File: src/verilog/mips_pkg.sv
// Shared types for the MIPS-I instruction decode stage.
//   instr_id_e  - identity of every supported mnemonic
//   format_e    - R, I or J encoding format
//   functype_e  - function class of an instruction
//   alu_op_e    - ALU operation select
//   mem_size_e  - load/store access width
//   ctrl_t, fields_t, decoded_t - decode result bundles
package mips_pkg;

    typedef enum logic [5:0] {
        INSTR_ILLEGAL,
        INSTR_ADD, INSTR_ADDU, INSTR_SUB, INSTR_SUBU,
        INSTR_SLT, INSTR_SLTU,
        INSTR_AND, INSTR_OR, INSTR_XOR, INSTR_NOR,
        INSTR_SLL, INSTR_SRL, INSTR_SRA,
        INSTR_SLLV, INSTR_SRLV, INSTR_SRAV,
        INSTR_JR, INSTR_JALR,
        INSTR_ADDI, INSTR_ADDIU, INSTR_SLTI, INSTR_SLTIU,
        INSTR_ANDI, INSTR_ORI, INSTR_XORI, INSTR_LUI,
        INSTR_BEQ, INSTR_BNE, INSTR_BLEZ, INSTR_BGTZ,
        INSTR_BLTZ, INSTR_BGEZ,
        INSTR_LW, INSTR_LH, INSTR_LHU, INSTR_LB, INSTR_LBU,
        INSTR_SW, INSTR_SH, INSTR_SB,
        INSTR_J, INSTR_JAL
    } instr_id_e;

    typedef enum logic [1:0] {
        FORMAT_R,
        FORMAT_I,
        FORMAT_J
    } format_e;

    typedef enum logic [2:0] {
        FUNC_ARITH,
        FUNC_LOGICAL,
        FUNC_SHIFT,
        FUNC_MEMLOAD,
        FUNC_MEMSTORE,
        FUNC_BRANCH,
        FUNC_JUMP
    } functype_e;

    typedef enum logic [3:0] {
        ALU_ADD, ALU_SUB, ALU_SLT, ALU_SLTU,
        ALU_AND, ALU_OR, ALU_XOR, ALU_NOR,
        ALU_LUI, ALU_SLL, ALU_SRL, ALU_SRA
    } alu_op_e;

    typedef enum logic [1:0] {
        MEM_WORD,
        MEM_HALF,
        MEM_BYTE
    } mem_size_e;

    typedef struct packed {
        alu_op_e   alu_op;
        logic      alu_src_imm;    // Operand B from immediate.
        logic      shift_by_shamt; // Shift count from shamt, not rs.
        logic      reg_write;
        logic      mem_read;
        logic      mem_write;
        mem_size_e mem_size;
        logic      mem_unsigned;   // Zero-extend loaded data.
        logic      branch;
        logic      jump;
    } ctrl_t;

    typedef struct packed {
        logic [4:0]  rs;
        logic [4:0]  rt;
        logic [4:0]  dest;
        logic [4:0]  shamt;
        logic [31:0] imm;
    } fields_t;

    typedef struct packed {
        instr_id_e id;
        format_e   format;
        functype_e functype;
        logic      illegal;
        ctrl_t     ctrl;
        fields_t   fields;
    } decoded_t;

endpackage

File: src/verilog/instr_identifier.sv
// Instruction identifier.
// Maps the opcode, funct and rt fields of a raw instruction word
// to an instruction identity; unknown encodings give INSTR_ILLEGAL.
`timescale 1ns/1ps

module instr_identifier
    import mips_pkg::*;
(
    input  logic [31:0] instr,
    output instr_id_e   id
);

    typedef enum logic [5:0] {
        OP_SPECIAL = 6'h00, OP_REGIMM = 6'h01,
        OP_J       = 6'h02, OP_JAL    = 6'h03,
        OP_BEQ     = 6'h04, OP_BNE    = 6'h05,
        OP_BLEZ    = 6'h06, OP_BGTZ   = 6'h07,
        OP_ADDI    = 6'h08, OP_ADDIU  = 6'h09,
        OP_SLTI    = 6'h0a, OP_SLTIU  = 6'h0b,
        OP_ANDI    = 6'h0c, OP_ORI    = 6'h0d,
        OP_XORI    = 6'h0e, OP_LUI    = 6'h0f,
        OP_LB      = 6'h20, OP_LH     = 6'h21,
        OP_LW      = 6'h23, OP_LBU    = 6'h24,
        OP_LHU     = 6'h25, OP_SB     = 6'h28,
        OP_SH      = 6'h29, OP_SW     = 6'h2b
    } opcode_e;

    typedef enum logic [5:0] {
        FN_SLL  = 6'h00, FN_SRL  = 6'h02, FN_SRA  = 6'h03,
        FN_SLLV = 6'h04, FN_SRLV = 6'h06, FN_SRAV = 6'h07,
        FN_JR   = 6'h08, FN_JALR = 6'h09,
        FN_ADD  = 6'h20, FN_ADDU = 6'h21,
        FN_SUB  = 6'h22, FN_SUBU = 6'h23,
        FN_AND  = 6'h24, FN_OR   = 6'h25,
        FN_XOR  = 6'h26, FN_NOR  = 6'h27,
        FN_SLT  = 6'h2a, FN_SLTU = 6'h2b
    } funct_e;

    opcode_e    opcode;
    funct_e     funct;
    logic [4:0] rt;

    assign opcode = opcode_e'(instr[31:26]);
    assign funct  = funct_e'(instr[5:0]);
    assign rt     = instr[20:16];

    always_comb begin
        id = INSTR_ILLEGAL;
        case (opcode)
            OP_SPECIAL: begin
                case (funct)
                    FN_SLL:  id = INSTR_SLL;
                    FN_SRL:  id = INSTR_SRL;
                    FN_SRA:  id = INSTR_SRA;
                    FN_SLLV: id = INSTR_SLLV;
                    FN_SRLV: id = INSTR_SRLV;
                    FN_SRAV: id = INSTR_SRAV;
                    FN_JR:   id = INSTR_JR;
                    FN_JALR: id = INSTR_JALR;
                    FN_ADD:  id = INSTR_ADD;
                    FN_ADDU: id = INSTR_ADDU;
                    FN_SUB:  id = INSTR_SUB;
                    FN_SUBU: id = INSTR_SUBU;
                    FN_AND:  id = INSTR_AND;
                    FN_OR:   id = INSTR_OR;
                    FN_XOR:  id = INSTR_XOR;
                    FN_NOR:  id = INSTR_NOR;
                    FN_SLT:  id = INSTR_SLT;
                    FN_SLTU: id = INSTR_SLTU;
                    default: id = INSTR_ILLEGAL;
                endcase
            end
            OP_REGIMM: begin
                case (rt)
                    5'd0:    id = INSTR_BLTZ;
                    5'd1:    id = INSTR_BGEZ;
                    default: id = INSTR_ILLEGAL; // Link and trap forms unsupported.
                endcase
            end
            OP_J:     id = INSTR_J;
            OP_JAL:   id = INSTR_JAL;
            OP_BEQ:   id = INSTR_BEQ;
            OP_BNE:   id = INSTR_BNE;
            OP_BLEZ:  id = INSTR_BLEZ;
            OP_BGTZ:  id = INSTR_BGTZ;
            OP_ADDI:  id = INSTR_ADDI;
            OP_ADDIU: id = INSTR_ADDIU;
            OP_SLTI:  id = INSTR_SLTI;
            OP_SLTIU: id = INSTR_SLTIU;
            OP_ANDI:  id = INSTR_ANDI;
            OP_ORI:   id = INSTR_ORI;
            OP_XORI:  id = INSTR_XORI;
            OP_LUI:   id = INSTR_LUI;
            OP_LB:    id = INSTR_LB;
            OP_LH:    id = INSTR_LH;
            OP_LW:    id = INSTR_LW;
            OP_LBU:   id = INSTR_LBU;
            OP_LHU:   id = INSTR_LHU;
            OP_SB:    id = INSTR_SB;
            OP_SH:    id = INSTR_SH;
            OP_SW:    id = INSTR_SW;
            default:  id = INSTR_ILLEGAL;
        endcase
    end

endmodule

File: src/verilog/instr_categorizer.sv
// Instruction categorizer.
// Groups an instruction identity into its encoding format (R, I, J)
// and its function class. Unlisted identities fall back to R / arith.
`timescale 1ns/1ps

module instr_categorizer
    import mips_pkg::*;
(
    input  instr_id_e id,
    output format_e   format,
    output functype_e functype
);

    logic format_i;
    logic format_j;
    logic func_arith;
    logic func_logical;
    logic func_shift;
    logic func_memr;
    logic func_memw;
    logic func_branch;
    logic func_jump;

    assign format_j = id inside {INSTR_J, INSTR_JAL};

    assign format_i = id inside {
        INSTR_ADDI, INSTR_ADDIU, INSTR_ANDI, INSTR_ORI,
        INSTR_XORI, INSTR_LUI, INSTR_SLTI, INSTR_SLTIU,
        INSTR_BEQ, INSTR_BNE, INSTR_BGEZ, INSTR_BGTZ,
        INSTR_BLEZ, INSTR_BLTZ,
        INSTR_LW, INSTR_SW, INSTR_LB, INSTR_LBU,
        INSTR_SB, INSTR_LH, INSTR_LHU, INSTR_SH
    };

    // Sign-extended immediate group; variable shifts sit here too.
    assign func_arith = id inside {
        INSTR_ADD, INSTR_ADDU, INSTR_SUB, INSTR_SUBU,
        INSTR_SLT, INSTR_SLTU, INSTR_ADDI, INSTR_ADDIU,
        INSTR_SLTI, INSTR_SLTIU,
        INSTR_SLLV, INSTR_SRLV, INSTR_SRAV
    };

    // Zero-extended immediate group.
    assign func_logical = id inside {
        INSTR_AND, INSTR_OR, INSTR_XOR, INSTR_NOR,
        INSTR_ANDI, INSTR_ORI, INSTR_XORI, INSTR_LUI
    };

    assign func_shift  = id inside {INSTR_SLL, INSTR_SRL, INSTR_SRA};
    assign func_memr   = id inside {INSTR_LW, INSTR_LB, INSTR_LBU, INSTR_LH, INSTR_LHU};
    assign func_memw   = id inside {INSTR_SW, INSTR_SB, INSTR_SH};
    assign func_branch = id inside {
        INSTR_BEQ, INSTR_BNE, INSTR_BGEZ,
        INSTR_BGTZ, INSTR_BLEZ, INSTR_BLTZ
    };
    assign func_jump   = id inside {INSTR_J, INSTR_JAL, INSTR_JALR, INSTR_JR};

    always_comb begin
        if (format_j) begin
            format = FORMAT_J;
        end else if (format_i) begin
            format = FORMAT_I;
        end else begin
            format = FORMAT_R; // Also the illegal default.
        end
    end

    always_comb begin
        if (func_arith) begin
            functype = FUNC_ARITH;
        end else if (func_logical) begin
            functype = FUNC_LOGICAL;
        end else if (func_shift) begin
            functype = FUNC_SHIFT;
        end else if (func_memr) begin
            functype = FUNC_MEMLOAD;
        end else if (func_memw) begin
            functype = FUNC_MEMSTORE;
        end else if (func_branch) begin
            functype = FUNC_BRANCH;
        end else if (func_jump) begin
            functype = FUNC_JUMP;
        end else begin
            functype = FUNC_ARITH;
        end
    end

endmodule

File: src/verilog/ctrl_gen.sv
// Datapath control generator.
// Broad controls come from the function class, ALU operation,
// memory size and shift source from the instruction identity.
`timescale 1ns/1ps

module ctrl_gen
    import mips_pkg::*;
(
    input  instr_id_e id,
    input  functype_e functype,
    output ctrl_t     ctrl
);

    always_comb begin
        ctrl = '0;
        if (id != INSTR_ILLEGAL) begin
            ctrl.reg_write = functype inside {
                FUNC_ARITH, FUNC_LOGICAL, FUNC_SHIFT, FUNC_MEMLOAD
            };
            ctrl.mem_read  = (functype == FUNC_MEMLOAD);
            ctrl.mem_write = (functype == FUNC_MEMSTORE);
            ctrl.branch    = (functype == FUNC_BRANCH);
            ctrl.jump      = (functype == FUNC_JUMP);

            // Linking jumps write the return address.
            if (id inside {INSTR_JAL, INSTR_JALR}) begin
                ctrl.reg_write = 1'b1;
            end

            // I-format, excluding branches.
            ctrl.alu_src_imm = id inside {
                INSTR_ADDI, INSTR_ADDIU, INSTR_SLTI, INSTR_SLTIU,
                INSTR_ANDI, INSTR_ORI, INSTR_XORI, INSTR_LUI,
                INSTR_LW, INSTR_LH, INSTR_LHU, INSTR_LB, INSTR_LBU,
                INSTR_SW, INSTR_SH, INSTR_SB
            };

            ctrl.shift_by_shamt = id inside {INSTR_SLL, INSTR_SRL, INSTR_SRA};

            case (id)
                INSTR_SUB, INSTR_SUBU,
                INSTR_BEQ, INSTR_BNE, INSTR_BLEZ,
                INSTR_BGTZ, INSTR_BLTZ, INSTR_BGEZ: ctrl.alu_op = ALU_SUB;
                INSTR_SLT, INSTR_SLTI:             ctrl.alu_op = ALU_SLT;
                INSTR_SLTU, INSTR_SLTIU:           ctrl.alu_op = ALU_SLTU;
                INSTR_AND, INSTR_ANDI:             ctrl.alu_op = ALU_AND;
                INSTR_OR, INSTR_ORI:               ctrl.alu_op = ALU_OR;
                INSTR_XOR, INSTR_XORI:             ctrl.alu_op = ALU_XOR;
                INSTR_NOR:                         ctrl.alu_op = ALU_NOR;
                INSTR_LUI:                         ctrl.alu_op = ALU_LUI;
                INSTR_SLL, INSTR_SLLV:             ctrl.alu_op = ALU_SLL;
                INSTR_SRL, INSTR_SRLV:             ctrl.alu_op = ALU_SRL;
                INSTR_SRA, INSTR_SRAV:             ctrl.alu_op = ALU_SRA;
                default:                           ctrl.alu_op = ALU_ADD; // Add, mem, jumps.
            endcase

            case (id)
                INSTR_LH, INSTR_LHU, INSTR_SH: ctrl.mem_size = MEM_HALF;
                INSTR_LB, INSTR_LBU, INSTR_SB: ctrl.mem_size = MEM_BYTE;
                default:                       ctrl.mem_size = MEM_WORD;
            endcase

            ctrl.mem_unsigned = id inside {INSTR_LHU, INSTR_LBU};
        end
    end

endmodule

File: src/verilog/field_extract.sv
// Register and immediate field extraction.
// Slices rs, rt and shamt, picks the destination register and
// forms the zero- or sign-extended immediate.
`timescale 1ns/1ps

module field_extract
    import mips_pkg::*;
(
    input  logic [31:0] instr,
    input  instr_id_e   id,
    input  format_e     format,
    input  functype_e   functype,
    output fields_t     fields
);

    always_comb begin
        fields.rs    = instr[25:21];
        fields.rt    = instr[20:16];
        fields.shamt = instr[10:6];

        if (id == INSTR_JAL) begin
            fields.dest = 5'd31; // Link register.
        end else if (format == FORMAT_R) begin
            fields.dest = instr[15:11];
        end else if (format == FORMAT_I) begin
            fields.dest = instr[20:16];
        end else begin
            fields.dest = 5'd0;
        end

        if (functype == FUNC_LOGICAL) begin
            fields.imm = {16'h0000, instr[15:0]};
        end else if (format == FORMAT_J) begin
            fields.imm = {6'h00, instr[25:0]}; // Jump target index.
        end else begin
            fields.imm = {{16{instr[15]}}, instr[15:0]};
        end
    end

endmodule

File: src/verilog/decode_stage.sv
// Instruction decode stage.
// Identifies, categorizes and decodes one instruction word per cycle
// and registers the decoded result with one cycle of latency.
// Holds the stage-level protocol and control assertions.
`timescale 1ns/1ps

module decode_stage
    import mips_pkg::*;
(
    input  logic        clk,
    input  logic        rst_n,
    input  logic        in_valid,
    input  logic [31:0] instr,
    output logic        out_valid,
    output decoded_t    out
);

    instr_id_e id;
    format_e   format;
    functype_e functype;
    ctrl_t     ctrl;
    fields_t   fields;
    decoded_t  decoded;

    instr_identifier u_identifier (
        .instr (instr),
        .id    (id)
    );

    instr_categorizer u_categorizer (
        .id       (id),
        .format   (format),
        .functype (functype)
    );

    ctrl_gen u_ctrl_gen (
        .id       (id),
        .functype (functype),
        .ctrl     (ctrl)
    );

    field_extract u_field_extract (
        .instr    (instr),
        .id       (id),
        .format   (format),
        .functype (functype),
        .fields   (fields)
    );

    always_comb begin
        decoded.id       = id;
        decoded.format   = format;
        decoded.functype = functype;
        decoded.illegal  = (id == INSTR_ILLEGAL);
        decoded.ctrl     = ctrl;
        decoded.fields   = fields;
    end

    always_ff @(posedge clk) begin
        if (!rst_n) begin
            out_valid <= 1'b0;
            out       <= '0;
        end else begin
            out_valid <= in_valid;
            if (in_valid) begin
                out <= decoded; // Holds while idle.
            end
        end
    end

    a_valid_known: assert property (@(posedge clk) disable iff (!rst_n)
        !$isunknown(out_valid));

    // Identifier flags illegal, control generator must stay quiet.
    a_illegal_quiet: assert property (@(posedge clk) disable iff (!rst_n)
        (out_valid && out.illegal) |->
            !(out.ctrl.reg_write || out.ctrl.mem_read || out.ctrl.mem_write ||
              out.ctrl.branch || out.ctrl.jump));

    a_mem_exclusive: assert property (@(posedge clk) disable iff (!rst_n)
        !(out.ctrl.mem_read && out.ctrl.mem_write));

endmodule

File: config.mk
export PLATFORM = sky130hd
export DESIGN_NAME = decode_stage
export DESIGN_NICKNAME = d
export VERILOG_FILES = /design/src/verilog/mips_pkg.sv /design/src/verilog/instr_identifier.sv /design/src/verilog/instr_categorizer.sv /design/src/verilog/ctrl_gen.sv /design/src/verilog/field_extract.sv /design/src/verilog/decode_stage.sv
export SDC_FILE = /design/constraint.sdc
export NUM_CORES = 1
export LEC_CHECK = 0
export ABC_AREA = 1
export BUFFER_PORTS_ARGS = -buffer_cell sky130_fd_sc_hd__buf_2
export CAP_MARGIN = 20
export CORE_ASPECT_RATIO = 1.5
export CORE_MARGIN = 5
export CORE_UTILIZATION = 30
export DETAILED_ROUTE_END_ITERATION = 12
export PLACE_DENSITY = 0.49
export REMOVE_ABC_BUFFERS = 1
export SYNTH_ARGS = -nofsm -noshare
export SYNTH_HDL_FRONTEND = slang
export SYNTH_SLANG_ARGS = --single-unit
export TNS_END_PERCENT = 20
File: constraint.sdc
create_clock -name clk -period 3.6 [get_ports clk]
set_clock_uncertainty 0.2 [all_clocks]
set_input_delay 0.54 -clock clk [delete_from_list [all_inputs] [get_ports clk]]
set_output_delay 0.54 -clock clk [all_outputs]
set_load 0.05 [all_outputs]
==> summary.log <==
qor: timing.hold_viol_final 0
qor: global_routing.grt_start_max_net_pins 83
qor: worst_setup_path.required_time_at_the_worst_slack_endpoint 3.67 ns
qor: route.count_of_tritonroute_iterations_in_the_first_routing_pass 4
qor: global_routing.via_count_of_the_first_global_routing_pass 4397
qor: die.die_area 16800 um2
qor: timing.final.period_utilization 92.0%
qor: timing.slew-limit-headroom 47.2%
qor: synth.netlist_area_before_placement 4280 um2
qor: synth.post_synth_inst_count 609
qor: route.routed_wl 13600 um
qor: worst_hold_path.hold_path.class input pin to flop
qor: worst_hold_path.worst_min_delay_path_startpoint instr[6]
qor: worst_setup_path.critical_path_peak_fanout 8
qor: timing.setup_viol 0
qor: timing.finalCriticalPeriod 3.31 ns
qor: global_routing.grt_first_pass_wirelength 21800 um
qor: finish.final_util 38.6%
qor: worst_setup_path.timing_worst_setup_path_type input pin to flop
qor: worst_setup_path.path_common_cell nand2_1
qor: worst_setup_path.cp_slowest_stage_delay 0.28 ns
qor: worst_setup_path.arrival 3.38 ns
qor: cts.cts-root-to-sink-buffers 2
qor: finish.fillerInstances 1552
qor: cts.clockRootBuffer clkbuf_16
qor: worst_hold_path.hold-path-cell-count 3
qor: synth.synthesis_warnings 0
qor: timing.tns 0 ns
qor: route.drc_errors 0
qor: worst_setup_path.crit-reg2reg-capture out[18]
qor: synth.synthArstFlopShare 0%
qor: die.die_w 107 um
qor: finish.drive_gt1_share 34.9%
qor: synth.synthesis.area_per_instance 7.02 um2
qor: timing.tightestPinTransition 0.792 ns
qor: route.routedWlPerCell 14.7 um
qor: cts.worstSkewPairLatency 0.33 ns
qor: place.hpwl 10400 um
qor: global_routing.antenna_found_initial 0
qor: global_routing.gr-usage-all-layers 16.3%
qor: worst_setup_path.worst_r2r_path_depth 2
qor: die.coreArea 14000 um2
qor: worst_setup_path.cp.buffers_inverters 4
qor: cts.cts_hold_buf 0
qor: cts.htreeDepth 3
qor: die.core.rowCount 53
qor: timing.setup_ws 0.286 ns
qor: place.numPortBuffers 113
qor: timing.max_freq 302 MHz
qor: route.ant_nets 0
qor: synth.netlist-cell-type-count 37
qor: finish.area_growth_syn_to_layout 26.3%
qor: finish.design.final.nets 777
qor: worst_setup_path.endpoint_kind flop
qor: pwr.worst_vdd_ir 271 uV
qor: worst_setup_path.rr_startpoint out[18]
qor: synth.synth-edff-count 0
qor: worst_setup_path.critical-path-top-delay-family simple AND/OR/NAND/NOR gates
qor: synth.synth_seq_area_share 32.3%
qor: worst_setup_path.regToRegSetupSlack 2.67 ns
qor: global_routing.grt_overflow_total 0
qor: worst_setup_path.start_kind input pin
qor: die.start_util 30.6%
qor: finish.antenna_cells_inserted 0
qor: status.status finished, final reports clean
qor: timing.timing_max_transition_violations_final 0
qor: die.pin_count 114
qor: place.gp_congestion 0.905
qor: cts.number_of_clock_sinks 69
qor: place.post-place-ws -0.106 ns
qor: die.floorplan.die.height 156 um
qor: worst_hold_path.holdPathEnd out[32]
qor: route.routed-via-count 4424
qor: route.post_drt_via_cell_ratio 4.78
qor: pwr.power.density_cell_area 431 nW/um2
qor: synth.ys_dominant_reg_cell dfxtp_1
qor: cts.cts_tree built
qor: cts.clkSlewWorstSetupHoldPaths 0.06 ns
qor: synth.ys_seq_elements 69
qor: worst_setup_path.cp_cell_sequence buf_2, buf_4, ha_1, inv_1, nand2_1, nand2_1, nand2_1, o211ai_1, nand2_1, nand2_1, nand4_1, ha_2, inv_1, nand4_1, nand3_2, nand2_2, o21ai_2, nand2_2, nor2_2, nand2_2, nand3_4, nand3_2, a21oi_2
qor: cts.tritoncts.num_buffers 9
qor: route.violation_count_after_the_first_detailed_route_iteration 292
qor: pwr.power.leakage 0.00275 uW
qor: worst_setup_path.critPathLaunch instr[1]
qor: timing.holdWs 0.232 ns
qor: run.drv.max_cap_violation_count 0
qor: worst_setup_path.crit_path_top_delay_cell ha_2
[layout by cell type (no fill, tap or decap), types with 3 or more instances in the layout]
master     synthesis  layout
o21ai_1            4       4
buf_2              3     113
nor2_4             9       9
a21oi_2           11      11
clkbuf_16          0       9
ha_1              13      11
buf_4             11      34
nand2_2           10      10
a21oi_1           46      46
o21ai_2            4       4
o211ai_1           7       7
clkinv_2           0       3
nor2_2            15      17
nor2_1            58      56
nand3_1           48      47
inv_2             12      14
nand2_1          121     121
nand3_2           19      20
o21ai_0           47      47
nand4_1           13      13
inv_1             46      44
dfxtp_1           69      69
nand3_4            3       3
[area by class of cell]
type	count	area [um2]	share of cell area, %
multi-input combinational	443	2470	45.7
sequential	69	1380	25.6
timing repair buffer	147	821	15.2
tap	192	240	4.45
clock buffer	10	229	4.24
inverter	59	221	4.10
clock inverter	6	38.8	0.718
[logic make-up after synthesis]
group | count (synthesis) | share of synthesized area, %
AO/OA/AOI/OAI | 127 | 17.1
buffers and inverters | 97 | 10.3
AND/OR/NAND/NOR | 303 | 36.5
flip-flops | 69 | 32.3
adder cells (fa/ha/maj) | 13 | 3.80
[worst max-delay path by stage]
stage	to	slack [ns]	cells after the start
6_report	out[24]	0.29	23
5_1_grt	out[23]	-0.002	23
3_5_place_dp	out[16]	-0.11	24
2_1_floorplan	out[16]	-0.14	22
3_3_place_gp	out[30]	-0.05	24
4_1_cts	out[24]	0.23	23
[worst min-delay path: stages]
cell and delay (ns):
buf_2 0.07, nor2_1 0.03, nor2_1 0.08
[power by group]
part	leakage, uW	switching (uW)	internal (uW)
Combinational	0.00205	495	189
Sequential	0.000569	25.8	814
Clock	0.000129	341	465
[layer usage]
metal	vias up	track usage, %	share of wire (%)
met5	-	0	0
met4	0	7.58	3.4
met3	27	3.06	4.6
met2	114	30.6	53
met1	2042	17.2	39
li1	2241	-	-
[flip-flops by register name, summed over array words and instances (netlist names)]
name       flops
out_valid      1
out           68
[what timing repair did]
| action | in CTS | in global routing |
|---|---|---|
| endpoints found under the setup margin | 0 | 20 |
| resized for setup | 0 | 7 |
| buffers inserted | 0 | 1 |
[through the flow]
step	power (uW)	instances	instance area, um2
finish	2330	926	5400
global route	2450	926	5400
CTS	2360	925	5380
detailed placement	1540	909	5110
global placement	1540	909	5110
floorplan	1320	571	4060
[synthesized netlist by cell type (2+ instances only)]
cell type / number / area share (%)
o21ai_0: 47 / 5.5
ha_1: 13 / 3.8
nand3_4: 3 / 1.2
nor2_4: 9 / 2.4
nand2_4: 2 / 0.53
nor3_1: 2 / 0.23
inv_1: 46 / 4.0
o21ai_1: 4 / 0.47
nor2_1: 58 / 5.1
inv_2: 12 / 1.1
o21ai_2: 4 / 0.82
o2111ai_1: 2 / 0.41
nor2_2: 15 / 2.2
clkbuf_1: 18 / 1.6
buf_2: 3 / 0.35
buf_6: 4 / 1.1
nand3_1: 48 / 5.6
buf_1: 2 / 0.18
o211ai_1: 7 / 1.2
a21oi_2: 11 / 2.3
nand2_1: 121 / 11
nand2_2: 10 / 1.5
buf_4: 11 / 1.9
nand3_2: 19 / 4.4
dfxtp_1: 69 / 32
a21oi_1: 46 / 5.4
nand4_1: 13 / 1.9
(Power assumes the default switching activity.)
